[config.mk]
export PLATFORM = sky130hd
export DESIGN_NAME = load_store_buffer
export DESIGN_NICKNAME = d
export VERILOG_FILES = /design/src/source/lsb_pkg.sv /design/src/source/lsb_entry_queue.sv /design/src/source/lsb_access_fsm.sv /design/src/source/lsb_byte_counter.sv /design/src/source/lsb_load_assembler.sv /design/src/source/load_store_buffer.sv
export SDC_FILE = /design/constraint.sdc
export NUM_CORES = 2
export LEC_CHECK = 0
export ABC_AREA = 1
export BUFFER_PORTS_ARGS = -buffer_cell sky130_fd_sc_hd__buf_2
export CAP_MARGIN = 5
export CELL_PAD_IN_SITES_DETAIL_PLACEMENT = 1
export CELL_PAD_IN_SITES_GLOBAL_PLACEMENT = 1
export CORE_MARGIN = 4
export CORE_UTILIZATION = 45
export CTS_BUF_LIST = sky130_fd_sc_hd__clkbuf_4 sky130_fd_sc_hd__clkbuf_8
export CTS_CLUSTER_DIAMETER = 40
export CTS_CLUSTER_SIZE = 8
export DETAILED_ROUTE_END_ITERATION = 16
export GPL_TIMING_DRIVEN = 1
export PLACE_DENSITY_LB_ADDON = 0.1
export SYNTH_ARGS = -nofsm -noshare
export SYNTH_HDL_FRONTEND = slang
export SYNTH_HIERARCHICAL = 1
export SYNTH_SLANG_ARGS = --single-unit
[constraint.sdc]
create_clock -name clk_in -period 6.72 [get_ports clk_in]
set_input_delay 1.344 -clock clk_in [delete_from_list [all_inputs] [get_ports clk_in]]
set_output_delay 1.344 -clock clk_in [all_outputs]
set_load 0.05 [all_outputs]
[src/source/lsb_pkg.sv]
package lsb_pkg;

    localparam int XLEN           = 32;
    localparam int ROB_ID_W       = 4;
    localparam int LSB_DEPTH_LOG2 = 3;
    localparam int LSB_DEPTH      = 1 << LSB_DEPTH_LOG2;
    localparam int BYTE_CNT_W     = 2;
    localparam int FUNCT3_W       = 3;

    // load/store size codes from the instruction funct3 field
    localparam logic [FUNCT3_W-1:0] F3_B  = 3'd0;
    localparam logic [FUNCT3_W-1:0] F3_H  = 3'd1;
    localparam logic [FUNCT3_W-1:0] F3_W  = 3'd2;
    localparam logic [FUNCT3_W-1:0] F3_BU = 3'd4;
    localparam logic [FUNCT3_W-1:0] F3_HU = 3'd5;

    // tag 0 means the operand is already available
    typedef logic [ROB_ID_W-1:0]       rob_id_t;
    typedef logic [LSB_DEPTH_LOG2-1:0] lsb_idx_t;

    typedef struct packed {
        logic                valid;
        logic                is_store;
        logic [FUNCT3_W-1:0] funct3;
        rob_id_t             rob_id;
        rob_id_t             q1;
        rob_id_t             q2;
        logic [XLEN-1:0]     v1;
        logic [XLEN-1:0]     v2;
        logic [XLEN-1:0]     imm;
    } lsb_issue_t;

    typedef struct packed {
        logic            valid;
        rob_id_t         rob_id;
        logic [XLEN-1:0] value;
    } lsb_cdb_t;

    typedef struct packed {
        logic            req;
        logic            wr;
        logic [XLEN-1:0] addr;
        logic [7:0]      wdata;
    } lsb_mem_req_t;

    typedef enum logic [1:0] {
        IDLE,
        ACCESS,
        FINISH
    } lsb_state_e;

endpackage

[src/source/lsb_entry_queue.sv]
`timescale 1ns/1ns

module lsb_entry_queue (
    input  logic                clk_in,
    input  logic                rst_in,
    input  logic                flush_in,
    input  lsb_pkg::lsb_issue_t issue_in,
    input  lsb_pkg::lsb_cdb_t   cdb_in,
    input  lsb_pkg::lsb_cdb_t   commit_in,
    input  logic                pop,
    output lsb_pkg::lsb_issue_t head,
    output logic                head_ready,
    output logic                full
);

    lsb_pkg::lsb_issue_t              entries [lsb_pkg::LSB_DEPTH];
    logic [lsb_pkg::LSB_DEPTH-1:0]    committed;
    logic [lsb_pkg::LSB_DEPTH-1:0]    commit_hit;
    lsb_pkg::lsb_idx_t                head_ptr;
    lsb_pkg::lsb_idx_t                tail_ptr;
    lsb_pkg::lsb_idx_t                head_next;
    logic [lsb_pkg::LSB_DEPTH_LOG2:0] count;
    // entries from head through the youngest committed store
    logic [lsb_pkg::LSB_DEPTH_LOG2:0] keep_cnt;
    logic [lsb_pkg::LSB_DEPTH_LOG2:0] keep_next;
    logic                             push;
    lsb_pkg::lsb_issue_t              incoming;

    function automatic logic tag_hit(lsb_pkg::rob_id_t tag, lsb_pkg::lsb_cdb_t cdb);
        return cdb.valid && (tag != '0) && (tag == cdb.rob_id);
    endfunction

    // issue is dropped on flush, it belongs to the squashed path
    assign push      = issue_in.valid && !full && !flush_in;
    assign head_next = head_ptr + {{(lsb_pkg::LSB_DEPTH_LOG2-1){1'b0}}, pop};

    // same-cycle wakeup of the entry being written
    always_comb begin
        incoming = issue_in;
        if (tag_hit(issue_in.q1, cdb_in)) begin
            incoming.q1 = '0;
            incoming.v1 = cdb_in.value;
        end
        if (tag_hit(issue_in.q2, cdb_in)) begin
            incoming.q2 = '0;
            incoming.v2 = cdb_in.value;
        end
    end

    always_comb begin
        lsb_pkg::lsb_idx_t offset;
        keep_next  = keep_cnt;
        commit_hit = '0;
        for (int i = 0; i < lsb_pkg::LSB_DEPTH; i++) begin
            offset = lsb_pkg::lsb_idx_t'(i) - head_ptr;
            if (commit_in.valid && ({1'b0, offset} < count) && entries[i].is_store &&
                entries[i].rob_id == commit_in.rob_id) begin
                commit_hit[i] = 1'b1;
                keep_next     = {1'b0, offset} + 1'b1;
            end
        end
        if (pop && keep_next != '0) begin
            keep_next = keep_next - 1'b1;
        end
    end

    always_ff @(posedge clk_in) begin
        for (int i = 0; i < lsb_pkg::LSB_DEPTH; i++) begin
            if (tag_hit(entries[i].q1, cdb_in)) begin
                entries[i].q1 <= '0;
                entries[i].v1 <= cdb_in.value;
            end
            if (tag_hit(entries[i].q2, cdb_in)) begin
                entries[i].q2 <= '0;
                entries[i].v2 <= cdb_in.value;
            end
        end
        if (push) begin
            entries[tail_ptr] <= incoming;
        end
    end

    always_ff @(posedge clk_in) begin
        if (rst_in) begin
            head_ptr  <= '0;
            tail_ptr  <= '0;
            count     <= '0;
            keep_cnt  <= '0;
            committed <= '0;
        end else begin
            head_ptr  <= head_next;
            keep_cnt  <= keep_next;
            committed <= committed | commit_hit;
            if (flush_in) begin
                // committed stores survive, everything younger goes
                tail_ptr <= head_next + keep_next[lsb_pkg::LSB_DEPTH_LOG2-1:0];
                count    <= keep_next;
            end else begin
                if (push) begin
                    tail_ptr            <= tail_ptr + 1'b1;
                    committed[tail_ptr] <= 1'b0;
                end
                count <= count + {{lsb_pkg::LSB_DEPTH_LOG2{1'b0}}, push}
                               - {{lsb_pkg::LSB_DEPTH_LOG2{1'b0}}, pop};
            end
        end
    end

    assign head       = entries[head_ptr];
    assign full       = (count == lsb_pkg::LSB_DEPTH);
    assign head_ready = (count != '0) && (head.q1 == '0) &&
                        (!head.is_store || (head.q2 == '0 && committed[head_ptr]));

    // sequencer only retires what is queued
    assert property (@(posedge clk_in) disable iff (rst_in) pop |-> count != '0);

    // never overfilled, committed span stays inside the queue
    assert property (@(posedge clk_in) disable iff (rst_in)
        count <= lsb_pkg::LSB_DEPTH && keep_cnt <= count);

endmodule

[src/source/lsb_access_fsm.sv]
`timescale 1ns/1ns

module lsb_access_fsm (
    input  logic                                clk_in,
    input  logic                                rst_in,
    input  logic                                flush_in,
    input  lsb_pkg::lsb_issue_t                 head,
    input  logic                                head_ready,
    input  logic                                mem_gnt_in,
    input  logic                                last_byte,
    input  logic [lsb_pkg::BYTE_CNT_W-1:0]      byte_idx,
    output lsb_pkg::lsb_state_e                 state,
    output logic                                pop,
    output logic                                capture,
    output logic [lsb_pkg::BYTE_CNT_W-1:0]      byte_idx_d,
    output lsb_pkg::lsb_mem_req_t               mem_out,
    output logic                                load_done
);

    // final byte granted, waiting for its read data
    logic last_sent;
    logic granted;
    logic abandon;

    assign granted = mem_out.req && mem_gnt_in;
    // committed stores are never cancelled
    assign abandon = flush_in && !head.is_store;

    always_ff @(posedge clk_in) begin
        if (rst_in) begin
            state     <= lsb_pkg::IDLE;
            last_sent <= 1'b0;
            capture   <= 1'b0;
        end else begin
            capture <= granted && !head.is_store;
            case (state)
                lsb_pkg::IDLE: begin
                    if (head_ready && !flush_in) begin
                        state <= lsb_pkg::ACCESS;
                    end
                end
                lsb_pkg::ACCESS: begin
                    if (abandon) begin
                        state     <= lsb_pkg::IDLE;
                        last_sent <= 1'b0;
                    end else if (last_sent) begin
                        state     <= lsb_pkg::FINISH;
                        last_sent <= 1'b0;
                    end else if (granted && last_byte) begin
                        last_sent <= 1'b1;
                    end
                end
                default: state <= lsb_pkg::IDLE;
            endcase
        end
    end

    always_ff @(posedge clk_in) begin
        byte_idx_d <= byte_idx;
    end

    always_comb begin
        mem_out.req   = (state == lsb_pkg::ACCESS) && !last_sent;
        mem_out.wr    = head.is_store;
        mem_out.addr  = head.v1 + head.imm +
                        {{(lsb_pkg::XLEN-lsb_pkg::BYTE_CNT_W){1'b0}}, byte_idx};
        // lsb first
        mem_out.wdata = head.v2[8*byte_idx +: 8];
    end

    assign pop       = (state == lsb_pkg::FINISH) && !abandon;
    assign load_done = (state == lsb_pkg::FINISH) && !head.is_store && !flush_in;

    // back-pressure: request and its payload hold until granted
    assert property (@(posedge clk_in) disable iff (rst_in)
        mem_out.req && !mem_gnt_in && !flush_in |=> mem_out.req && $stable(mem_out));

endmodule

[src/source/lsb_byte_counter.sv]
`timescale 1ns/1ns

module lsb_byte_counter (
    input  logic                                clk_in,
    input  logic                                rst_in,
    input  lsb_pkg::lsb_state_e                 state,
    input  logic [lsb_pkg::FUNCT3_W-1:0]        funct3,
    input  logic                                step,
    output logic [lsb_pkg::BYTE_CNT_W-1:0]      byte_idx,
    output logic                                last_byte
);

    logic [lsb_pkg::BYTE_CNT_W-1:0] term;

    // last byte index per access size
    always_comb begin
        case (funct3)
            lsb_pkg::F3_B, lsb_pkg::F3_BU: term = 2'd0;
            lsb_pkg::F3_H, lsb_pkg::F3_HU: term = 2'd1;
            default:                       term = 2'd3;
        endcase
    end

    always_ff @(posedge clk_in) begin
        if (rst_in || state != lsb_pkg::ACCESS) begin
            byte_idx <= '0;
        end else if (step && !last_byte) begin
            byte_idx <= byte_idx + 1'b1;
        end
    end

    assign last_byte = (byte_idx == term);

    assert property (@(posedge clk_in) disable iff (rst_in) byte_idx <= term);

endmodule

[src/source/lsb_load_assembler.sv]
`timescale 1ns/1ns

module lsb_load_assembler (
    input  logic                                clk_in,
    input  logic                                rst_in,
    input  logic                                capture,
    input  logic [lsb_pkg::BYTE_CNT_W-1:0]      byte_idx_d,
    input  logic [7:0]                          mem_rdata_in,
    input  logic [lsb_pkg::FUNCT3_W-1:0]        funct3,
    output logic [lsb_pkg::XLEN-1:0]            load_value
);

    logic [lsb_pkg::XLEN-1:0] raw;

    // each read byte lands in its own lane
    always_ff @(posedge clk_in) begin
        if (rst_in) begin
            raw <= '0;
        end else if (capture) begin
            raw[8*byte_idx_d +: 8] <= mem_rdata_in;
        end
    end

    always_comb begin
        case (funct3)
            lsb_pkg::F3_B: begin
                load_value = {{24{raw[7]}}, raw[7:0]};
            end
            lsb_pkg::F3_H: begin
                load_value = {{16{raw[15]}}, raw[15:0]};
            end
            lsb_pkg::F3_BU: begin
                load_value = {24'd0, raw[7:0]};
            end
            lsb_pkg::F3_HU: begin
                load_value = {16'd0, raw[15:0]};
            end
            // word and anything unexpected pass through
            default: begin
                load_value = raw;
            end
        endcase
    end

endmodule

[src/source/load_store_buffer.sv]
`timescale 1ns/1ns

module load_store_buffer (
    input  logic                  clk_in,
    input  logic                  rst_in,
    input  logic                  flush_in,
    input  lsb_pkg::lsb_issue_t   issue_in,
    output logic                  full,
    input  lsb_pkg::lsb_cdb_t     cdb_in,
    input  lsb_pkg::lsb_cdb_t     commit_in,
    output lsb_pkg::lsb_mem_req_t mem_out,
    input  logic                  mem_gnt_in,
    input  logic [7:0]            mem_rdata_in,
    output lsb_pkg::lsb_cdb_t     result_out
);

    lsb_pkg::lsb_issue_t              head;
    lsb_pkg::lsb_state_e              state;
    logic                             head_ready;
    logic                             pop;
    logic                             capture;
    logic                             step;
    logic                             last_byte;
    logic                             load_done;
    logic [lsb_pkg::BYTE_CNT_W-1:0]   byte_idx;
    logic [lsb_pkg::BYTE_CNT_W-1:0]   byte_idx_d;
    logic [lsb_pkg::XLEN-1:0]         load_value;

    // one byte moves per granted request
    assign step = mem_out.req && mem_gnt_in;

    lsb_entry_queue lsb_entry_queue_inst (
        .clk_in     (clk_in),
        .rst_in     (rst_in),
        .flush_in   (flush_in),
        .issue_in   (issue_in),
        .cdb_in     (cdb_in),
        .commit_in  (commit_in),
        .pop        (pop),
        .head       (head),
        .head_ready (head_ready),
        .full       (full)
    );

    lsb_access_fsm lsb_access_fsm_inst (
        .clk_in     (clk_in),
        .rst_in     (rst_in),
        .flush_in   (flush_in),
        .head       (head),
        .head_ready (head_ready),
        .mem_gnt_in (mem_gnt_in),
        .last_byte  (last_byte),
        .byte_idx   (byte_idx),
        .state      (state),
        .pop        (pop),
        .capture    (capture),
        .byte_idx_d (byte_idx_d),
        .mem_out    (mem_out),
        .load_done  (load_done)
    );

    lsb_byte_counter lsb_byte_counter_inst (
        .clk_in    (clk_in),
        .rst_in    (rst_in),
        .state     (state),
        .funct3    (head.funct3),
        .step      (step),
        .byte_idx  (byte_idx),
        .last_byte (last_byte)
    );

    lsb_load_assembler lsb_load_assembler_inst (
        .clk_in       (clk_in),
        .rst_in       (rst_in),
        .capture      (capture),
        .byte_idx_d   (byte_idx_d),
        .mem_rdata_in (mem_rdata_in),
        .funct3       (head.funct3),
        .load_value   (load_value)
    );

    // head still holds the load while FINISH is up
    always_comb begin
        result_out.valid  = load_done;
        result_out.rob_id = head.rob_id;
        result_out.value  = load_value;
    end

endmodule

# [Word level (Yosys, flattened, before mapping)]
# Memory sizes are Yosys's and may differ from the RTL's. A register that Yosys moved wholly into a read port is not among the register bits.
# Index checks and enable logic that the tools add are counted.
[word_totals] wordCells=279 input_bits=199 memories=1 out_inout_bits=80 regBits=62 ram_bits=904
[mem_list] memory="lsb_entry_queue_inst.entries" words=8 width=113 rd=9 rd_clocked_by_memory_dff=1 wr=9 line="lsb_entry_queue.sv:16" source="lsb_pkg::lsb_issue_t entries [lsb_pkg::LSB_DEPTH];"
[classes] muxes=75 n_lt_le_gt_ge=11 eq_ne=36 n_addsub=26 reduce_logical=113 n_shift=3 bitwise_logic=3
[ops] operator="32-bit one-hot mux with 4 select lines" n=1
[ops] operator="4-bit equality test" n=26
[ops] operator="4-bit nonzero test" n=20
[ops] operator="1-bit logical AND" n=77
[ops] operator="32-bit 2-to-1 mux" n=2
[ops] operator="4-bit 2-to-1 mux" n=12
[ops] operator="1-bit 2-to-1 mux" n=47
[ops] operator="5-bit negation with 34-bit output" n=1
[ops] operator="8-bit by 34-bit variable shift with 32-bit output, first input constant" n=1
[ops] operator="8-bit by 34-bit indexed part select with 32-bit output" n=1
[ops] operator="3-bit by 1-bit adder with 4-bit output, second input constant" n=8
[ops] operator="32-bit by 2-bit adder with 32-bit output" n=1
[ops] operator="32-bit adder" n=1
[ops] operator="32-bit bitwise mux" n=1
[ops] operator="3-bit by 4-bit less-than comparator with 1-bit output" n=8
[ops] operator="32-bit by 6-bit indexed part select with 8-bit output" n=1
[ops] operator="8-bit 2-to-1 mux" n=2
[ops] operator="3-bit subtractor, first input constant" n=4
[ops] operator="3-bit 2-to-1 mux" n=3
[ops] operator="8-bit bitwise AND" n=1
[ops] operator="4-bit logical NOT" n=2
[ops] operator="3-bit by 4-bit less-than comparator with 1-bit output, second input constant" n=2
[ops] operator="8-bit NOT" n=1
[ops] operator="8-bit bitwise OR" n=1
[ops] operator="other kinds (29)" n=43

# [Depth between registers and ports, before layout]
[depth] depth_word=18 mapped_depth=40 depth_no_buf=36

# [Hierarchy]
# The synthesis kept the hierarchy.
[by_module_without_submodules] mod="lsb_entry_queue" instances=1 seq_area_each_um2=27586.5 area_per_inst_um2=43535.5 cells_per_inst=4236
[by_module_without_submodules] mod="lsb_access_fsm" instances=1 seq_area_each_um2=120.1 area_per_inst_um2=3134.3 cells_per_inst=569
[by_module_without_submodules] mod="lsb_load_assembler" instances=1 seq_area_each_um2=640.6 area_per_inst_um2=1818.0 cells_per_inst=274
[by_module_without_submodules] mod="lsb_byte_counter" instances=1 seq_area_each_um2=40.0 area_per_inst_um2=155.1 cells_per_inst=24
[by_module_without_submodules] mod="load_store_buffer" instances=1 seq_area_each_um2=0.0 area_per_inst_um2=15.0 cells_per_inst=3

# [Worst setup path after synthesis]
# OpenSTA, ideal clock, no wires.
[synth_path] path_kind="in2reg" from="in cdb_in[35] in the netlist's numbering" to="mem lsb_entry_queue_inst/entries[1][32] in the netlist's numbering, enable pin" setup_ns=0.529 arrival_time_ns=5.902 required_time_ns=6.191 path_stages=5 slack_ns=0.289 path_cell_list="buf_2 > buf_1 > xnor2_1 > o221ai_1 > o41ai_1"
[synth_rtl] element="start, declared" line="load_store_buffer.sv:9" source="input lsb_pkg::lsb_cdb_t cdb_in,"
[synth_rtl] element="end, declared" line="lsb_entry_queue.sv:16"

==> metrics.cfg <==
[clocking]
cts_root_buf = clkbuf_8
htree_levels = 4
clock_latency_ns = 0.84
clkTransAtPathRegs_ns = 0.06
clock_path_buffers = 3
cts_buffers = 167
cts_tree = done
cts_sinks = 958
hold_buffers = 0

[synth]
syn_nets = 5384
synth_area_per_cell_um2 = 9.51
syn-instance-count = 5085
yosysWarnings = 6
synth.cell_area_um2 = 48400

[sta]
max_freq_ghz = 0.156
worst_pin_slew_ns = 1.21
post-route-period-util_pct = 95.4
drv_slew = 0
fin_setup_tns_ns = 0
rsz0062_at_grt = no
finalCriticalPeriod_ns = 6.41
fin_skew_ns = 0.0410
hold_viol_final = 0
slew_headroom_pct = 19.6
setup_viol = 0

[drt]
num_vias = 39400
drc = 0
first_pass_iters = 5
wire_per_inst_um = 24.5
drtIter0Drc = 2898
ant_nets = 0
viasPerCell = 5.82
wl_um = 165000

[power]
pwr-share-clk_pct = 39.5
peakVddDrop_mv = 0.147
p_leak_nw = 21.2
p_comb_share_pct = 11.9
switching_share_pct = 26.8
power.internal_mw = 10.2
power_mw = 13.9
power_density_nw_per_um2 = 256
p_sw_mw = 3.73
p_seq_share_pct = 48.6

[die]
rows = 119
die_h_um = 336
ioPinCount = 279
start_util_pct = 45.6
die_w_um = 336
die_area_um2 = 113000
core_um2 = 106000

[worst_hold_path]
hold_path_class = flip-flop to flip-flop

[global_route]
grt_pass1_vias = 40500
grt_usage_pct = 29.0
grt_max_degree = 101
antenna_found_initial = 24
grt-ovfl-total = 0
grt_pass1_wl_um = 247000

[final_layout]
drive_gt1_share_pct = 14.0
num-fill-cells = 11900
fin_nets = 5549
syn2layout_area_growth_pct = 12.5

[setup_path]
setup.worst_path.class = flip-flop to primary output
start_kind = flip-flop
critical_path.endpoint_type = primary output
cp_data_arrival_time_ns = 5.07
worst_ep_required_time_ns = 5.38
crit_fanout = 58

[run_status]
outcome = complete, no violations

[run]
drv_cap = 0

[placement]
hpwl_um = 103000
portBuffers = 246
routabilityCongestion = 0.855

critical path, cell delays in order, from the launching register on:
cell and delay, ns:
dfxtp_4 0.50, inv_8 0.39, buf_4 0.36, o21ai_0 0.14, o22ai_1 0.17, nor2_1 0.06, a31oi_1 0.62, ha_1 0.37
ha_1 0.38, nand2_2 0.13, inv_1 0.05, a21oi_1 0.16, nand2_2 0.11, nand2_1 0.09, nand2_2 0.09, nand2_1 0.11
nand3_1 0.06, nand2_1 0.11, buf_2 0.27
metal layers:
metal / global-route usage, % / vias up / part of all wire [%]
met2: 49.3 / 1237 / 48
met3: 4.78 / 334 / 6.1
met4: 10.6 / 14 / 3.4
met1: 37.6 / 19600 / 42
li1: - / 18200 / -
met5: 0 / - / 0.058
state kept, by name, summed over array words and instances, names as in the netlist:
register	cells
lsb_access_fsm_inst/state	2
lsb_entry_queue_inst/committed	8
lsb_access_fsm_inst/byte_idx_d	2
lsb_entry_queue_inst/head_ptr	3
lsb_entry_queue_inst/count	4
lsb_entry_queue_inst/tail_ptr	3
lsb_entry_queue_inst/keep_cnt	4
lsb_entry_queue_inst/entries	896
lsb_access_fsm_inst/last_sent	1
lsb_load_assembler_inst/raw	32
lsb_byte_counter_inst/byte_idx	2
lsb_access_fsm_inst/capture	1
area by class of cell:
| cell class | instances | area, um^2 | area share, % |
|---|---|---|---|
| antenna | 6 | 15.0 | 0.0276 |
| clock buffer | 214 | 2730 | 5.01 |
| clock inverter | 67 | 623 | 1.15 |
| inverter | 273 | 1080 | 1.98 |
| multi-input combinational | 3504 | 17900 | 32.9 |
| sequential | 958 | 28200 | 51.8 |
| tap | 1391 | 1740 | 3.20 |
| timing repair buffer | 346 | 2140 | 3.93 |
cell usage in the layout (no fill, tap or decap), drive strengths merged, types with 95 or more instances in the layout:
cell type / instances
a21oi: 131
clkbuf: 214
inv: 268
o21ai: 1014
nand2: 763
o22ai: 133
buf: 346
ha: 95
nor2: 953
a31oi: 120
edfxtp: 896
power by group through the flow:
stage	Clock (mW)	Sequential, mW	Combinational, mW
after floorplan	0	6.88	1.06
after global placement	0	6.88	1.61
after detailed placement	0	6.89	1.65
after CTS	5.59	6.76	1.66
after global routing	5.86	6.77	1.81
final	5.49	6.76	1.65
final timing paths:
path                                                  startpoint                                to  slack, ns  depth (start not counted)
worst max-delay path            lsb_entry_queue_inst/head_ptr[1]                       mem_out[37]       0.31                         18
worst min-delay path             lsb_load_assembler_inst/raw[16]   lsb_load_assembler_inst/raw[16]       0.46                          2
worst max register to register  lsb_entry_queue_inst/head_ptr[0]  lsb_entry_queue_inst/tail_ptr[2]       1.24                         32
worst min register to register   lsb_load_assembler_inst/raw[16]   lsb_load_assembler_inst/raw[16]       0.46                          2
repair_timing:
| action | 4_1_cts | 5_1_grt |
|---|---|---|
| endpoints found under the setup margin | 0 | 6 |
| gates resized for setup | 0 | 6 |
| buffers inserted | 0 | 1 |
metrics by stage:
step,hold slack (ns),cells,instance area (um^2),util [%],worst slack (ns)
after detailed placement,0.456,6471,51000,48.1,0.970
final,0.464,6759,54400,51.3,0.310
after global routing,0.479,6754,54400,51.3,0.0233
after CTS,0.465,6752,54300,51.2,0.0310
after floorplan,0.440,5085,48400,-,0.289
after global placement,0.451,6471,51000,48.1,1.02
Power figures use the tool's default switching activity.
